--- config.mk ---
export PLATFORM = sky130hd
export DESIGN_NAME = read_forward_stage
export DESIGN_NICKNAME = d
export VERILOG_FILES = /design/src/hw/dcache_pkg.sv /design/src/hw/read_forward_stage.sv
export SDC_FILE = /design/constraint.sdc
export NUM_CORES = 1
export LEC_CHECK = 0
export ABC_AREA = 1
export BUFFER_PORTS_ARGS = -buffer_cell sky130_fd_sc_hd__clkbuf_2
export CAP_MARGIN = 0
export CORE_AREA = 3 3 134 201
export DETAILED_ROUTE_END_ITERATION = 12
export DIE_AREA = 0 0 137 204
export PLACE_DENSITY = 0.71
export SYNTH_ARGS = -nofsm -noshare
export SYNTH_HDL_FRONTEND = slang
export SYNTH_SLANG_ARGS = --single-unit
--- constraint.sdc ---
create_clock -name clk -period 4.8 [get_ports clk]
set_input_delay 0.48 -clock clk [delete_from_list [all_inputs] [get_ports clk]]
set_output_delay 0.48 -clock clk [all_outputs]
set_load 0.1 [all_outputs]
--- src/hw/dcache_pkg.sv ---
`default_nettype none

package dcache_pkg;

  // word geometry
  localparam int WORD_BYTES = 4;
  // two-way set associative
  localparam int WAYS = 2;
  // banks are word interleaved on the low address bit
  localparam int BANK_BITS = 1;
  localparam int BANKS = 1 << BANK_BITS;
  // word address within a 4 KiB page
  localparam int ADDR_BITS = 10;
  // rows per bank per way
  localparam int BANK_DEPTH = 1 << (ADDR_BITS - BANK_BITS);
  // load ports issued per cycle
  localparam int RD_PORTS = 2;

  // one data word, byte addressable
  typedef logic [WORD_BYTES-1:0][7:0] word_t;

  // one enable per byte lane
  typedef logic [WORD_BYTES-1:0] byte_en_t;

  // full word address, bank bits at the bottom
  typedef logic [ADDR_BITS-1:0] word_addr_t;

  // row inside one bank
  typedef logic [ADDR_BITS-BANK_BITS-1:0] bank_addr_t;

  // bank number
  typedef logic [BANK_BITS-1:0] bank_id_t;

  // way selector
  typedef logic [$clog2(WAYS)-1:0] way_t;

  // same row from every way, way 0 in the low word
  typedef word_t [WAYS-1:0] way_data_t;

endpackage

`default_nettype wire

--- src/hw/read_forward_stage.sv ---
`timescale 1ns/1ps
`default_nettype none

module read_forward_stage (
  input  logic                                              clk,
  input  logic                                              arst_n,
  input  logic [dcache_pkg::RD_PORTS-1:0]                   grant,
  input  dcache_pkg::word_addr_t [dcache_pkg::RD_PORTS-1:0] rd_addr,
  input  dcache_pkg::byte_en_t                              wr_be,
  input  dcache_pkg::way_t                                  wr_way,
  input  dcache_pkg::word_addr_t                            wr_addr,
  input  dcache_pkg::word_t                                 wr_data,
  input  dcache_pkg::way_data_t [dcache_pkg::BANKS-1:0]     bank_rd_data,
  output dcache_pkg::way_data_t [dcache_pkg::RD_PORTS-1:0]  rd_data,
  output logic [dcache_pkg::RD_PORTS-1:0]                   rd_resp_valid
);

  import dcache_pkg::*;

  // read side, one cycle behind the request
  word_addr_t [RD_PORTS-1:0] rd_addr_q;
  logic       [RD_PORTS-1:0] grant_q;

  // write from the request cycle
  // already in flight to the RAM, too late for that read
  byte_en_t   wr_be_q;
  way_t       wr_way_q;
  word_addr_t wr_addr_q;
  word_t      wr_data_q;

  // bank pick plus both forward overlays
  way_data_t [RD_PORTS-1:0] merged;
  bank_id_t  [RD_PORTS-1:0] bank_q;

  // control, cleared on reset
  always_ff @(posedge clk or negedge arst_n) begin
    if (!arst_n) begin
      grant_q       <= '0;
      wr_be_q       <= '0;
      rd_resp_valid <= '0;
    end else begin
      grant_q       <= grant;
      wr_be_q       <= wr_be;
      // response valid two cycles after grant
      rd_resp_valid <= grant_q;
    end
  end

  // payload, no reset
  always_ff @(posedge clk) begin
    rd_addr_q <= rd_addr;
    wr_way_q  <= wr_way;
    wr_addr_q <= wr_addr;
    wr_data_q <= wr_data;
  end

  for (genvar p = 0; p < RD_PORTS; p++) begin : g_port
    assign bank_q[p] = rd_addr_q[p][BANK_BITS-1:0];
  end

  // older write first, then the current one
  // so the later write wins on a shared byte
  always_comb begin
    for (int p = 0; p < RD_PORTS; p++) begin
      merged[p] = bank_rd_data[bank_q[p]];
      for (int b = 0; b < WORD_BYTES; b++) begin
        if (wr_be_q[b] && wr_addr_q == rd_addr_q[p]) begin
          merged[p][wr_way_q][b] = wr_data_q[b];
        end
        if (wr_be[b] && wr_addr == rd_addr_q[p]) begin
          merged[p][wr_way][b] = wr_data[b];
        end
      end
    end
  end

  // response register
  always_ff @(posedge clk) begin
    rd_data <= merged;
  end

  // forwarded way must name a real RAM
  a_way_range : assert property (
    @(posedge clk) disable iff (!arst_n)
    (|wr_be_q) |-> (!$isunknown(wr_way_q) && int'(wr_way_q) < WAYS)
  ) else $error("read_forward_stage: registered write way unknown or out of range");

endmodule

`default_nettype wire

==> results_dict.tcl <==
set metrics [dict create \
    status "finished clean" \
    place_congestion 0.905 \
    tightest_slew_ps 935 \
    critPathLaunchType "register" \
    drt_iter0_drc 806 \
    path_clk_slew_ps 80 \
    timing.final.crit_share_pct 57.1 \
    crit_required_ps 5190 \
    ys_types 24 \
    yosysMostFrequentCell "nand2_1" \
    antenna_found_initial 1 \
    initial_core_util_pct 46.2 \
    grt_remaining_overflow 0 \
    r2r_setup_slack_ps 2060 \
    power.total_w 0.00464 \
    final_hold_viol_count 0 \
    post_cts_resized 0 \
    hold_path_class "input pin to register" \
    yosysSeqAreaShare_pct 34.5 \
    netlist.area_leader.share_pct 32.8 \
    die_h_um 204 \
    ant_nets 0 \
    final_cell_area_um2 13900 \
    clockBufferDepth 2 \
    fmax_ghz 0.365 \
    vdd_drop_max_mv 0.258 \
    yosys.area.top_type "dfxtp_1" \
    min_period_ps 2740 \
    synth_flop_cell "dfxtp_1" \
    synthArstFlopShare_pct 4.02 \
    die_w_um 137 \
    cts_root_buf "clkbuf_16" \
    portBuffers 328 \
    finalSetupViolCount 0 \
    hpwl_um 28200 \
    power_leakage_nw 8.28 \
    grt_pass1_wl_um 60200 \
    netlist_area_um2 11600 \
    maxSlewHeadroom_pct 37.7 \
    cts_hold_buf 1 \
    numCtsBuffers 17 \
    yosys_warnings 0 \
    clock_latency_ps 460 \
    drtPass1Iterations 5 \
    synth_nets 2122 \
    row_count 71 \
    synth_commonest_cells "731 x nand2_1, 333 x inv_1, 191 x dfxtp_1, 128 x a21oi_1, 122 x nand3_1" \
    vias 12600 \
    drcViolationCount 0 \
    cts.sinks 199 \
    final-max-slew-violation-count 0 \
    nets 2389 \
    ys_top_cells_by_area "dfxtp_1 33%, nand2_1 24%, inv_1 11%, a21oi_1 5.5%, nand3_1 5.2%" \
    place_area_um2 13300 \
    grt_pass1_vias 12300 \
    avgSynthCellArea_um2 6.06 \
    viasPerCell 4.99 \
    final_util_pct 55.1 \
    htreeDepth 4 \
    synthCells 1923 \
    post_cts_buffers 0 \
    coreArea_um2 25200 \
    wire_per_inst_um 15.2 \
    critPathCaptureType "register" \
    crit_type "register to register" \
    fin_tns_setup_ps 0 \
    synth_edf_count 0 \
    post_route_cells_drive_above_1_share_pct 19.3 \
    critPathMaxFanout 61 \
    cap_violations 0 \
    floorplan.die_area_um2 27900 \
    synth_seq_cells 199 \
    rsz0062_at_grt "false" \
    worstPathArrival_ps 3130 \
    ios 329 \
    powerDensity_nw_per_um2 334 \
    totalWireLength_um 38600 \
    tritoncts "done" \
    grt_max_degree 87 \
    skew_ps 14.4 \
    syn2layout_area_growth_pct 19.3 \
    grtUsageTotal_pct 27.3 \
]
## report_power, final
part / leakage, nW / total (W) / internal (W) / switching, W
registers: 1.70 / 0.00185 / 0.00177 / 0.0000838
clock network: 0.282 / 0.00146 / 0.000739 / 0.000725
logic: 6.30 / 0.00132 / 0.000274 / 0.00104
## registers in the layout (all words and copies together), names as in the netlist
signal,count
rd_data,128
wr_data_q,32
rd_addr_q,18
wr_addr_q,10
wr_be_q,4
bank_q,2
grant_q,2
rd_resp_valid,2
wr_way_q,1
## path summary, 6_finish.rpt
kind                             start                to  depth (start not counted)
setup / recovery             bank_q[0]       rd_data[61]                          9
hold / removal             rd_addr[12]     rd_addr_q[12]                          1
setup reg to reg             bank_q[0]       rd_data[61]                          9
hold reg to reg             grant_q[0]  rd_resp_valid[0]                          0
max in group asynchronous       arst_n  rd_resp_valid[1]                          2
min in group asynchronous       arst_n        wr_be_q[2]                          2
## layout by cell type, fill, tap and decap left out, types with 3 or more instances in the layout
| master | synthesis | routed |
|---|---|---|
| clkbuf_16 | 0 | 17 |
| nor2_8 | 9 | 9 |
| inv_2 | 10 | 10 |
| inv_1 | 333 | 333 |
| nand4_2 | 10 | 10 |
| nand4_1 | 22 | 22 |
| buf_4 | 14 | 5 |
| nand2_4 | 3 | 3 |
| o21ai_0 | 120 | 120 |
| nor2_1 | 106 | 106 |
| inv_8 | 0 | 4 |
| xnor2_1 | 18 | 18 |
| dfxtp_1 | 191 | 188 |
| dfrtp_1 | 8 | 8 |
| a21oi_1 | 128 | 128 |
| clkbuf_2 | 0 | 327 |
| inv_6 | 0 | 3 |
| nand3_1 | 122 | 122 |
| nand2_1 | 731 | 731 |
| nand2_2 | 8 | 8 |
| nor2_4 | 13 | 13 |
| dfxtp_4 | 0 | 3 |
| clkinv_4 | 0 | 5 |
## critical path, stage by stage, from the launching register on
cell and delay [ps]:
dfxtp_4 730, xnor2_1 180, nand2_1 80, nor2_2 510
nand2_4 220, nor2_4 400, inv_2 240, nand2_1 110
nand3_1 70, nand2_1 100
## cell families (layout without fill, tap and decap cells)
group           Yosys count  count (layout)  synth area share, %
compound gates          248             248                 10.7
xor+xnor                 20              20                 1.63
buf+inv                 429             709                 14.9
flops                   199             199                 34.5
other cells               0               1                    0
simple gates           1027            1027                 38.3
## metal layers
layer	part of all wire [%]	vias to the layer above	GRT usage, %
li1	-	6373	-
met1	38	5664	30.3
met2	50	476	47.6
met3	6.8	114	4.88
met4	5.6	0	16.8
met5	0	-	0
## layout make-up
| class | instances | area (um2) |
|---|---|---|
| fillers | 2570 | 11300 |
| multi-input cells | 1295 | 5890 |
| flip-flops and latches | 199 | 4040 |
| repair buffers | 334 | 1690 |
| inverters | 343 | 1290 |
| clock buffers | 17 | 425 |
| well taps | 328 | 410 |
| clock inverters | 15 | 160 |
| diodes | 1 | 2.50 |
## per-stage QoR
stage	hold WS, ps	setup slack, ps	cells
6_report	125	2060	2532
5_1_grt	111	1830	2532
4_1_cts	111	2040	2531
3_5_place_dp	341	2080	2498
3_3_place_gp	339	2060	2498
2_1_floorplan	184	3180	1923
No activity file was read; power rests on OpenSTA's default activity.
