`config.mk`:
```
export PLATFORM = sky130hd
export DESIGN_NAME = bank_arbiter_flat
export DESIGN_NICKNAME = d
export VERILOG_FILES = /design/src/hw/dcache_pkg.sv /design/src/hw/bank_port_if.sv /design/src/hw/bank_arbiter.sv /design/src/flat_wrapper.sv
export SDC_FILE = /design/constraint.sdc
export NUM_CORES = 1
export LEC_CHECK = 0
export BUFFER_PORTS_ARGS = -buffer_cell sky130_fd_sc_hd__buf_2
export CELL_PAD_IN_SITES_DETAIL_PLACEMENT = 1
export CELL_PAD_IN_SITES_GLOBAL_PLACEMENT = 2
export CORE_MARGIN = 5
export CORE_UTILIZATION = 10
export DETAILED_ROUTE_END_ITERATION = 12
export PLACE_DENSITY = 0.91
export SYNTH_ARGS = -nofsm -noshare
export SYNTH_HDL_FRONTEND = slang
export SYNTH_SLANG_ARGS = --single-unit
```
`constraint.sdc`:
```
create_clock -name vclk -period 0.8
set_input_delay 0.04 -clock vclk [all_inputs]
set_output_delay 0.04 -clock vclk [all_outputs]
set_load 0.03 [all_outputs]
```
`src/hw/dcache_pkg.sv`:
```
`default_nettype none

package dcache_pkg;

  // word geometry
  localparam int WORD_BYTES = 4;
  // two-way set associative
  localparam int WAYS = 2;
  // banks are word interleaved on the low address bit
  localparam int BANK_BITS = 1;
  localparam int BANKS = 1 << BANK_BITS;
  // word address within a 4 KiB page
  localparam int ADDR_BITS = 10;
  // rows per bank per way
  localparam int BANK_DEPTH = 1 << (ADDR_BITS - BANK_BITS);
  // load ports issued per cycle
  localparam int RD_PORTS = 2;

  // one data word, byte addressable
  typedef logic [WORD_BYTES-1:0][7:0] word_t;

  // one enable per byte lane
  typedef logic [WORD_BYTES-1:0] byte_en_t;

  // full word address, bank bits at the bottom
  typedef logic [ADDR_BITS-1:0] word_addr_t;

  // row inside one bank
  typedef logic [ADDR_BITS-BANK_BITS-1:0] bank_addr_t;

  // bank number
  typedef logic [BANK_BITS-1:0] bank_id_t;

  // way selector
  typedef logic [$clog2(WAYS)-1:0] way_t;

  // same row from every way, way 0 in the low word
  typedef word_t [WAYS-1:0] way_data_t;

endpackage

`default_nettype wire

```
`src/hw/bank_port_if.sv`:
```
`timescale 1ns/1ps
`default_nettype none

interface bank_port_if;

  import dcache_pkg::*;

  // read row per bank, already steered by the arbiter
  bank_addr_t [BANKS-1:0] rd_addr;

  // write row, common to all banks
  bank_addr_t wr_addr;

  // write payload, common to all banks and ways
  word_t wr_data;

  // byte enables, only the addressed bank and way nonzero
  byte_en_t [BANKS-1:0][WAYS-1:0] wr_be;

  // both ways of each bank, one cycle after rd_addr
  way_data_t [BANKS-1:0] rd_data;

  // arbiter side
  modport arb (
    output rd_addr,
    output wr_addr,
    output wr_data,
    output wr_be
  );

  // storage side
  modport array (
    input  rd_addr,
    input  wr_addr,
    input  wr_data,
    input  wr_be,
    output rd_data
  );

endinterface

`default_nettype wire

```
`src/hw/bank_arbiter.sv`:
```
`timescale 1ns/1ps
`default_nettype none

module bank_arbiter (
  input  logic [dcache_pkg::RD_PORTS-1:0]                         rd_valid,
  input  dcache_pkg::word_addr_t [dcache_pkg::RD_PORTS-1:0]       rd_addr,
  input  dcache_pkg::byte_en_t                                    wr_be,
  input  dcache_pkg::way_t                                        wr_way,
  input  dcache_pkg::word_addr_t                                  wr_addr,
  input  dcache_pkg::word_t                                       wr_data,
  output logic                                                    conflict,
  output logic [dcache_pkg::RD_PORTS-1:0]                         grant,
  bank_port_if.arb                                                bport
);

  import dcache_pkg::*;

  // per port bank and row split
  bank_id_t   [RD_PORTS-1:0] rd_bank;
  bank_addr_t [RD_PORTS-1:0] rd_row;
  bank_id_t                  wr_bank;
  logic                      same_bank;
  logic                      same_word;

  for (genvar p = 0; p < RD_PORTS; p++) begin : g_port
    assign rd_bank[p] = rd_addr[p][BANK_BITS-1:0];
    assign rd_row[p]  = rd_addr[p][ADDR_BITS-1:BANK_BITS];
  end

  assign same_bank = (rd_bank[0] == rd_bank[1]);
  // same word is a shared row read, not a clash
  assign same_word = (rd_addr[0] == rd_addr[1]);

  // both live, one bank, two rows
  assign conflict = (&rd_valid) & same_bank & ~same_word;

  // port 0 always wins
  assign grant[0] = rd_valid[0];
  // port 1 only when it does not fight port 0
  assign grant[1] = rd_valid[1] & (~rd_valid[0] | ~same_bank | same_word);

  // write side, row and data broadcast
  assign wr_bank       = wr_addr[BANK_BITS-1:0];
  assign bport.wr_addr = wr_addr[ADDR_BITS-1:BANK_BITS];
  assign bport.wr_data = wr_data;

  for (genvar b = 0; b < BANKS; b++) begin : g_bank
    // bank goes to port 0 when it asks, else port 1 row
    assign bport.rd_addr[b] = (rd_valid[0] && rd_bank[0] == bank_id_t'(b)) ?
                              rd_row[0] : rd_row[1];
    for (genvar w = 0; w < WAYS; w++) begin : g_way
      // enables land on exactly one bank and way
      assign bport.wr_be[b][w] = (wr_bank == bank_id_t'(b) && wr_way == way_t'(w)) ?
                                 wr_be : '0;
    end
  end

  // port 1 drops out whenever conflict is raised
  always_comb begin
    a_conflict_grant : assert final (!(conflict && grant[1]))
      else $error("bank_arbiter: port 1 granted during a conflict");
  end

  // a granted port finds its own row on its bank
  for (genvar p = 0; p < RD_PORTS; p++) begin : g_steer_chk
    always_comb begin
      a_steer_row : assert final (!grant[p] || bport.rd_addr[rd_bank[p]] == rd_row[p])
        else $error("bank_arbiter: granted port %0d steered to the wrong row", p);
    end
  end

endmodule

`default_nettype wire

```
`src/flat_wrapper.sv`:
```
// flat-port wrapper written by rule: the top's interface ports become plain ports
module bank_arbiter_flat import dcache_pkg::*;
  (rd_valid, rd_addr, wr_be, wr_way, wr_addr, wr_data, conflict, grant, bport_rd_addr, bport_wr_addr, bport_wr_data, bport_wr_be);
  bank_port_if bport_i ();
  input  logic [dcache_pkg::RD_PORTS-1:0] rd_valid;
  input  dcache_pkg::word_addr_t [dcache_pkg::RD_PORTS-1:0] rd_addr;
  input  dcache_pkg::byte_en_t wr_be;
  input  dcache_pkg::way_t wr_way;
  input  dcache_pkg::word_addr_t wr_addr;
  input  dcache_pkg::word_t wr_data;
  output logic conflict;
  output logic [dcache_pkg::RD_PORTS-1:0] grant;
  output wire logic [$bits(bport_i.rd_addr)-1:0] bport_rd_addr;
  output wire logic [$bits(bport_i.wr_addr)-1:0] bport_wr_addr;
  output wire logic [$bits(bport_i.wr_data)-1:0] bport_wr_data;
  output wire logic [$bits(bport_i.wr_be)-1:0] bport_wr_be;
  assign bport_rd_addr = bport_i.rd_addr;
  assign bport_wr_addr = bport_i.wr_addr;
  assign bport_wr_data = bport_i.wr_data;
  assign bport_wr_be = bport_i.wr_be;
  bank_arbiter u_core (.rd_valid(rd_valid), .rd_addr(rd_addr), .wr_be(wr_be), .wr_way(wr_way), .wr_addr(wr_addr), .wr_data(wr_data), .conflict(conflict), .grant(grant), .bport(bport_i));
endmodule
```
==> results of run 1 <==
cell usage in the layout (no fill, tap or decap), drive strengths merged:
cell    synthesis  final
and2           12     12
and3            4      4
inv             1      1
nor2            2      2
xor2            1      1
o21ai           1      1
buf            42     78
nand2           3      4
nand3           3      3
o41ai           1      1
clkbuf          0      2
o31a            1      1
xnor2           9      9
nor3b           1      1
mux2           18     18
nor2b           2      2
nand4           1      1
stage by stage:
| step | area (um2) | std cells | total power, uW | TNS (ns) |
|---|---|---|---|---|
| after detailed placement | 1120 | 236 | 810 | -4.52 |
| after CTS | 1520 | 243 | 1110 | -2.15 |
| after floorplan | 901 | 102 | 881 | -0.0814 |
| after global routing | 1590 | 243 | 1220 | -2.34 |
| final | 1590 | 243 | 1150 | -1.83 |
| after global placement | 1120 | 236 | 795 | -4.27 |
final cells by class:
| cell class | count | area (um2) |
|---|---|---|
| fillers | 906 | 6220 |
| inverters | 1 | 8.76 |
| multi-input cells | 60 | 771 |
| well taps | 102 | 128 |
| repair buffers | 80 | 682 |
per-layer routing:
metal / vias to the layer above / wire length (um)
met3: 12 / 408
li1: 382 / -
met5: - / 0
met1: 391 / 1000
met2: 67 / 1590
met4: 0 / 36
power groups by stage:
stage	logic [uW]	clock network (uW)	registers, uW
CTS	1110	0	0
global route	1220	0	0
floorplan	881	0	0
finish	1150	0	0
global placement	795	0	0
detailed placement	810	0	0
logic make-up after synthesis:
kind of cell	synth area share (%)
buffers and inverters	39.4
and+or+nand+nor	21.0
muxes	25.0
xor gates and xnor gates	10.8
AOI/OAI and AO/OA	3.71
worst min path at each step:
stage / startpoint / to / cells past startpoint
floorplan: wr_addr[1] / bport_wr_addr[0] / 1
global placement: wr_addr[4] / bport_wr_addr[3] / 0
detailed placement: wr_addr[4] / bport_wr_addr[3] / 0
CTS: wr_addr[4] / bport_wr_addr[3] / 0
global route: wr_data[2] / bport_wr_data[2] / 0
finish: wr_data[26] / bport_wr_data[26] / 0
repair_timing:
item | in CTS | in global routing
setup endpoints to repair | 24 | 24
pin swaps | 14 | 4
resized for setup | 90 | 26
gates cloned | 2 | 0
setup buffers | 5 | 2
==> flow_summary.ini, run 1 <==
[run_status]
run_status = finished, violations left
violations = setup timing

[layout]
syn2layout_area_growth_pct = 96.3
clockBufferCount = 0
design.seq.count = 0
nets = 212
drive_gt1_share_pct = 84.4
num_antenna_cells = 0
utilization_pct = 20.4
seqCellArea_um2 = 0

[setup_path]
critical_path_buf_inv_count = 2
cp.arrival_ns = 0.99
path_class = input port to primary output
crit_chain = buf_4, xnor2_4, nand2_2, o41ai_4, buf_4
slowest_delay_ns = 0.34
path_delay_family = buffers and inverters
end_kind = primary output
path_max_fanout = 2
crit_start = rd_addr[11]
crit_cells = 5
cp.required_ns = 0.76
crit_slowest_cell = o41ai_4
crit_top_cell = buf_4
setup.worst_path.end = grant[1]
start_kind = input port

[detailed_routing]
viasPerCell = 3.51
dr.pass1.iters = 2
first_iter_violations = 9
postRouteAntennaNets = 0
drc = 0
vias = 852
wl_per_cell_um = 12.5
drt-total-wl_um = 3040

[min_path]
min_path_type = input port to primary output

[sta]
relSlewSlack_pct = 82.9
rsz0062_at_grt = yes
hold_slack_ns = 0.0800
tightest_slew_ns = 0.255
setup_viol = 20
fin_crit_ns = 1.03
final_max_slew_viol_count = 0
fin_ws_ns = -0.226
max_freq_mhz = 975
period_share_pct = 128
hold_violations = 0

[pwr]
pwr-share-seq_pct = 0
peakVddDrop_mv = 0.278
pwr-share-clk_pct = 0
p_comb_share_pct = 100.0
p_int_uw = 587
powerDensity_mw_per_mm2 = 726
leakagePower_uw = 0.000782
power_switching_uw = 566
sw_frac_of_total_pct = 49.1

[global_routing]
grt_max_degree = 8
antenna_found_initial = 0
grt_usage_pct = 5.54
grt_pass1_vias = 971
top_usage_layer = met2
gr-total-overflow = 0
grtUsageMet2_pct = 11.5
grt_pass1_wl_um = 4670
use_met3_pct = 1.95
gr-usage-met1_pct = 5.09

[floorplanning]
core_mm2 = 0.00781
initial_core_util_pct = 10.4
io_pins = 147
die_w_um = 100
rows = 32
fp.dieH_um = 100
die_area_mm2 = 0.0100

[placement]
gp_congestion = 0.778
dp_hpwl_um = 2250
io_buffers = 65
pre_cts_slack_ns = -0.328

[synth]
synth_top_area_cell = buf_4
netlist_area_um2 = 810
synth_cell_types = 18
avgSynthCellArea_um2 = 7.94
synthTopCellsByCount = buf_4, mux2_2, and2_1
yosysTopAreaCellShare_pct = 38.9
synth_most_common_cell = buf_4
synth_area_leaders = buf_4, mux2_2, xnor2_1
ys_seq_area_share_pct = 0
synth-warning-count = 0
syn-instance-count = 102
syn-num-nets = 171

[flow_run]
max_cap_viol_count = 0

[clocking]
postCtsHoldBufs = 0
(Power assumes the default switching activity.)
==> run 2: changes to the inputs <==
==> constraint.sdc (replaced) <==
create_clock -name vclk -period 0.8
set_input_delay 0.08 -clock vclk [all_inputs]
set_output_delay 0.08 -clock vclk [all_outputs]
set_load 0.03 [all_outputs]
==> run 2 against run 1 <==
Net effect:
- combinational power grew 8%
- sequential share of layout area unchanged
- final cell count stayed put
- maximum frequency down 3.3%
- count of clock-buffer cells in the layout unchanged
- setup slack lost 0.035 ns
- largest cell class unchanged
- routed wire length is 9.6% higher
- final area rose by 8.3%
- the flow still finishes with violations (setup timing)
- global-route usage up 0.59 points
- worst hold slack improved by 0.080 ns
- first-iteration DRC count down 56%
==> flow_summary.ini, run 2 (synthesis gave the netlist of run 1 again) <==
[floorplanning]
core_mm2 = 0.00781
die_area_mm2 = 0.0100
initial_core_util_pct = 10.4
rows = 32
die_w_um = 100
fp.dieH_um = 100
io_pins = 147

[global_routing]
gr-total-overflow = 0
grt_pass1_vias = 978
grt_usage_pct = 6.13
top_usage_layer = met2
gr-usage-met1_pct = 5.18
antenna_found_initial = 0
grt_max_degree = 10
grtUsageMet2_pct = 13.1
use_met3_pct = 2.15
grt_pass1_wl_um = 5020

[detailed_routing]
vias = 839
first_iter_violations = 4
drc = 0
dr.pass1.iters = 2
viasPerCell = 3.45
drt-total-wl_um = 3330
postRouteAntennaNets = 0
wl_per_cell_um = 13.7

[sta]
hold_violations = 0
rsz0062_at_grt = yes
max_freq_mhz = 942
tightest_slew_ns = 0.230
setup_viol = 20
fin_ws_ns = -0.262
fin_crit_ns = 1.06
finalSetupTns_ns = -2.64
hold_slack_ns = 0.160
final_max_slew_viol_count = 0
period_share_pct = 133
relSlewSlack_pct = 84.6

[pwr]
leakagePower_uw = 0.000820
sw_frac_of_total_pct = 47.8
p_int_uw = 645
power_switching_uw = 590
powerDensity_mw_per_mm2 = 718
pwr-share-seq_pct = 0
peakVddDrop_mv = 0.306
p_comb_share_pct = 100.0
pwr-share-clk_pct = 0

[layout]
design.seq.count = 0
final_common_cell = buf_6
final_cell_mix = buf_6, buf_4, mux2_4
nFillCells = 880
clockBufferCount = 0
seqCellArea_um2 = 0
final_area_mm2 = 0.00172
num_antenna_cells = 0
syn2layout_area_growth_pct = 113
drive_gt1_share_pct = 90.8
nets = 212

[setup_path]
end_kind = primary output
path_class = input port to primary output
crit_slowest_cell = o31a_1
start_kind = input port
slowest_delay_ns = 0.32
cp.required_ns = 0.72
path_max_fanout = 2
cp.arrival_ns = 0.98
crit_top_cell = buf_6
crit_chain = buf_6, xnor2_4, nand4_1, o31a_1, buf_6

[placement]
dp_hpwl_um = 2470
io_buffers = 65
pre_cts_slack_ns = -0.358
placed_area_mm2 = 0.00120
gp_congestion = 0.793

[min_path]
min_path_type = input port to primary output

[run_status]
run_status = finished, violations left
violations = setup timing

[flow_run]
max_cap_viol_count = 0

[clocking]
postCtsHoldBufs = 0
run 2: cell types whose count changed in the layout (fill, tap and decap cells not counted), sizes merged:
| cell | before | now |
|---|---|---|
| buf | 78 | 79 |
| clkbuf | 2 | 1 |
run 2: final cells by class:
cell class	count	area (um2)	area share [%]
Multi-Input combinational cell	60	815	47.3
Timing Repair Buffer	80	762	44.3
Tap cell	102	128	7.42
Inverter	1	16.3	0.945
run 2: metrics by stage:
step | util, % | instances | total power (uW)
6_report | 22.0 | 243 | 1240
5_1_grt | 22.0 | 243 | 1300
4_1_cts | 20.7 | 242 | 1170
3_5_place_dp | 15.4 | 241 | 873
3_3_place_gp | 15.4 | 241 | 860
2_1_floorplan | - | 102 | 911
run 2: repair_timing:
item / 4_1_cts / 5_1_grt
resized for setup: 110 / 27
gates cloned: 1 / 0
pin swaps: 17 / 4
endpoints found under the setup margin: 32 / 32
setup buffers: 0 / 1
run 2: power by group through the flow:
| stage | Combinational, uW | Clock [uW] | Sequential [uW] |
|---|---|---|---|
| detailed placement | 873 | 0 | 0 |
| global route | 1300 | 0 | 0 |
| global placement | 860 | 0 | 0 |
| CTS | 1170 | 0 | 0 |
| floorplan | 911 | 0 | 0 |
| finish | 1240 | 0 | 0 |
run 2: critical path, delay by kind of cell:
kind	cells	cell delay (ns)
and+or+nand+nor	1	0.15
xor gates and xnor gates	1	0.18
buffers and inverters	2	0.25
AOI/OAI and AO/OA	1	0.32
run 2: path summary, 6_finish.rpt:
path  slack [ns]                to  depth (start not counted)  startpoint
min         0.16  bport_wr_data[0]                          0  wr_data[0]
max        -0.26          conflict                          5  rd_addr[1]
run 2: routing by layer:
layer	vias up	wire (um)
met5	-	0
met4	0	40
met3	8	449
met2	63	1860
met1	390	984
li1	378	-
==> run 3: changes to the inputs <==
--- a/config.mk
+++ b/config.mk
@@ -5,13 +5,14 @@
 export SDC_FILE = /design/constraint.sdc
 export NUM_CORES = 1
 export LEC_CHECK = 0
+export ABC_AREA = 1
 export BUFFER_PORTS_ARGS = -buffer_cell sky130_fd_sc_hd__buf_2
 export CELL_PAD_IN_SITES_DETAIL_PLACEMENT = 1
 export CELL_PAD_IN_SITES_GLOBAL_PLACEMENT = 2
-export CORE_MARGIN = 5
+export CORE_MARGIN = 3
 export CORE_UTILIZATION = 10
 export DETAILED_ROUTE_END_ITERATION = 12
-export PLACE_DENSITY = 0.91
+export PLACE_DENSITY = 0.95
 export SYNTH_ARGS = -nofsm -noshare
 export SYNTH_HDL_FRONTEND = slang
 export SYNTH_SLANG_ARGS = --single-unit
==> run 3 against run 2 <==
Net effect:
- the run still ends with setup timing left
- global-route usage rose by 1.4 points
- count of clock-buffer cells in the layout did not move
- non-clock buffer count rose by 7
- largest cell class is now non-clock buffers
- sequential share of layout area did not move
- routed wire length rose by 19%
- power rose by 8.2%
==> flow_summary.ini, run 3 <==
[run_status]
run_status = finished, violations left
violations = setup timing

[global_routing]
grt_pass1_wl_um = 5350
gr-total-overflow = 0
grt_pass1_vias = 1052
antenna_found_initial = 0
grt_max_degree = 9
grt_usage_pct = 7.56

[layout]
instances_no_fill = 303
nets = 272
drive_gt1_share_pct = 79.6
final_cell_mix = buf_6, nand2_2, buf_2
final_common_cell = buf_6
syn2layout_area_growth_pct = 135
clockBufferCount = 0
num_antenna_cells = 0
seqCellArea_um2 = 0
design.seq.count = 0

[detailed_routing]
drt-met1-wl_um = 1250
drc = 0
postRouteAntennaNets = 0
drt-total-wl_um = 3980
vias = 1091
viasPerCell = 3.60
topRoutingLayerUsed = met4
wl_met2_um = 2370
wl_per_cell_um = 13.1
dr.pass1.iters = 2
first_iter_violations = 6
wl_met3_um = 333

[placement]
gp_congestion = 0.636
place_inst = 299
pre_cts_slack_ns = -0.460
io_buffers = 65
dp_hpwl_um = 2850

[flow_run]
max_cap_viol_count = 0

[setup_path]
path_max_fanout = 3
start_kind = input port
cp.arrival_ns = 0.97
crit_start = rd_addr[19]
end_kind = primary output
setup.worst_path.end = grant[1]
cp.required_ns = 0.72
path_class = input port to primary output

[floorplanning]
core_mm2 = 0.00781
io_pins = 147
rows = 32
initial_core_util_pct = 10.4
die_area_mm2 = 0.00924
die_w_um = 96.1
fp.dieH_um = 96.1

[synth]
synth-warning-count = 0
ys_seq_area_share_pct = 0
synth_top_area_cell = buf_4
syn-num-nets = 227
yosysTopAreaCellShare_pct = 38.8
avgSynthCellArea_um2 = 5.14
synthTopCellsByCount = buf_4, nand2_1, inv_1
synth_most_common_cell = buf_4
syn-instance-count = 158
netlist_area_um2 = 812
synth_area_leaders = buf_4, nand2_1, o21ai_0
synth_cell_types = 13

[sta]
final_max_slew_viol_count = 0
fin_crit_ns = 1.05
hold_violations = 0
rsz0062_at_grt = yes
fin_ws_ns = -0.246
period_share_pct = 131
max_freq_mhz = 956
relSlewSlack_pct = 80.2
tightest_slew_ns = 0.297
setup_viol = 12

[pwr]
peakVddDrop_mv = 0.206
powerDensity_mw_per_mm2 = 701
total_power_uw = 1340
leakagePower_uw = 0.000926

[min_path]
min_path_type = input port to primary output

[clocking]
postCtsHoldBufs = 0
run 3: cell types whose count changed after synthesis, sizes merged, moves of 4 or more:
cell,before,now
and2,12,0
and3,4,0
inv,1,25
mux2,18,0
nand2,3,42
nor2,2,20
o21ai,1,21
xnor2,9,2
run 3: worst min-delay path by stage:
stage,cells after the start,to,startpoint
finish,0,bport_wr_addr[3],wr_addr[4]
global route,0,bport_wr_data[15],wr_data[15]
CTS,0,bport_wr_addr[5],wr_addr[6]
detailed placement,0,bport_wr_addr[5],wr_addr[6]
global placement,0,bport_wr_addr[5],wr_addr[6]
floorplan,1,bport_wr_addr[0],wr_addr[1]
run 3: layer usage:
metal / track usage (%) / vias up
li1: - / 524
met1: 7.45 / 513
met2: 16.3 / 48
met3: 1.17 / 6
met4: 0.948 / 0
met5: 0 / -
run 3: repair_timing:
action                                  4_1_cts  5_1_grt
setup buffers                                 0        2
endpoints found under the setup margin       20       29
resized for setup                            95       77
gates cloned                                  4        0
pin swaps                                    11       21
run 3: kinds of logic (layout without fill, tap and decap cells):
group,Yosys count,count (layout),synth area share [%]
buffers and inverters,69,112,51.6
AND/OR/NAND/NOR,63,63,30.8
AO/OA/AOI/OAI,24,24,15.4
XOR/XNOR,2,2,2.16
run 3: worst max-delay path: stages:
cell and delay [ns]:
buf_4 0.14, xnor2_4 0.13, nand2_2 0.08, nor2_4 0.12, nand3_4 0.10, a21oi_4 0.17, buf_6 0.14
run 3: report_power, final:
part           total, uW  internal [uW]  switching [uW]  leakage [uW]
registers              0              0               0             0
logic               1340            614             723      0.000926
clock network          0              0               0             0
total               1340            614             723      0.000926
run 3: area by class of cell:
| class | instances | area (um2) |
|---|---|---|
| fillers | 941 | 5900 |
| inverters | 25 | 129 |
| multi-input cells | 89 | 788 |
| well taps | 102 | 128 |
| repair buffers | 87 | 862 |
run 3: metrics by stage:
stage	hold WS (ns)	instance area (um2)	util (%)	setup TNS [ns]
6_report	0.160	1910	24.4	-0.761
5_1_grt	0.160	1910	24.4	-1.29
4_1_cts	0.160	1620	20.8	-0.972
3_5_place_dp	0.160	1170	15.0	-2.40
3_3_place_gp	0.160	1170	15.0	-2.12
2_1_floorplan	0.292	875	-	-1.81
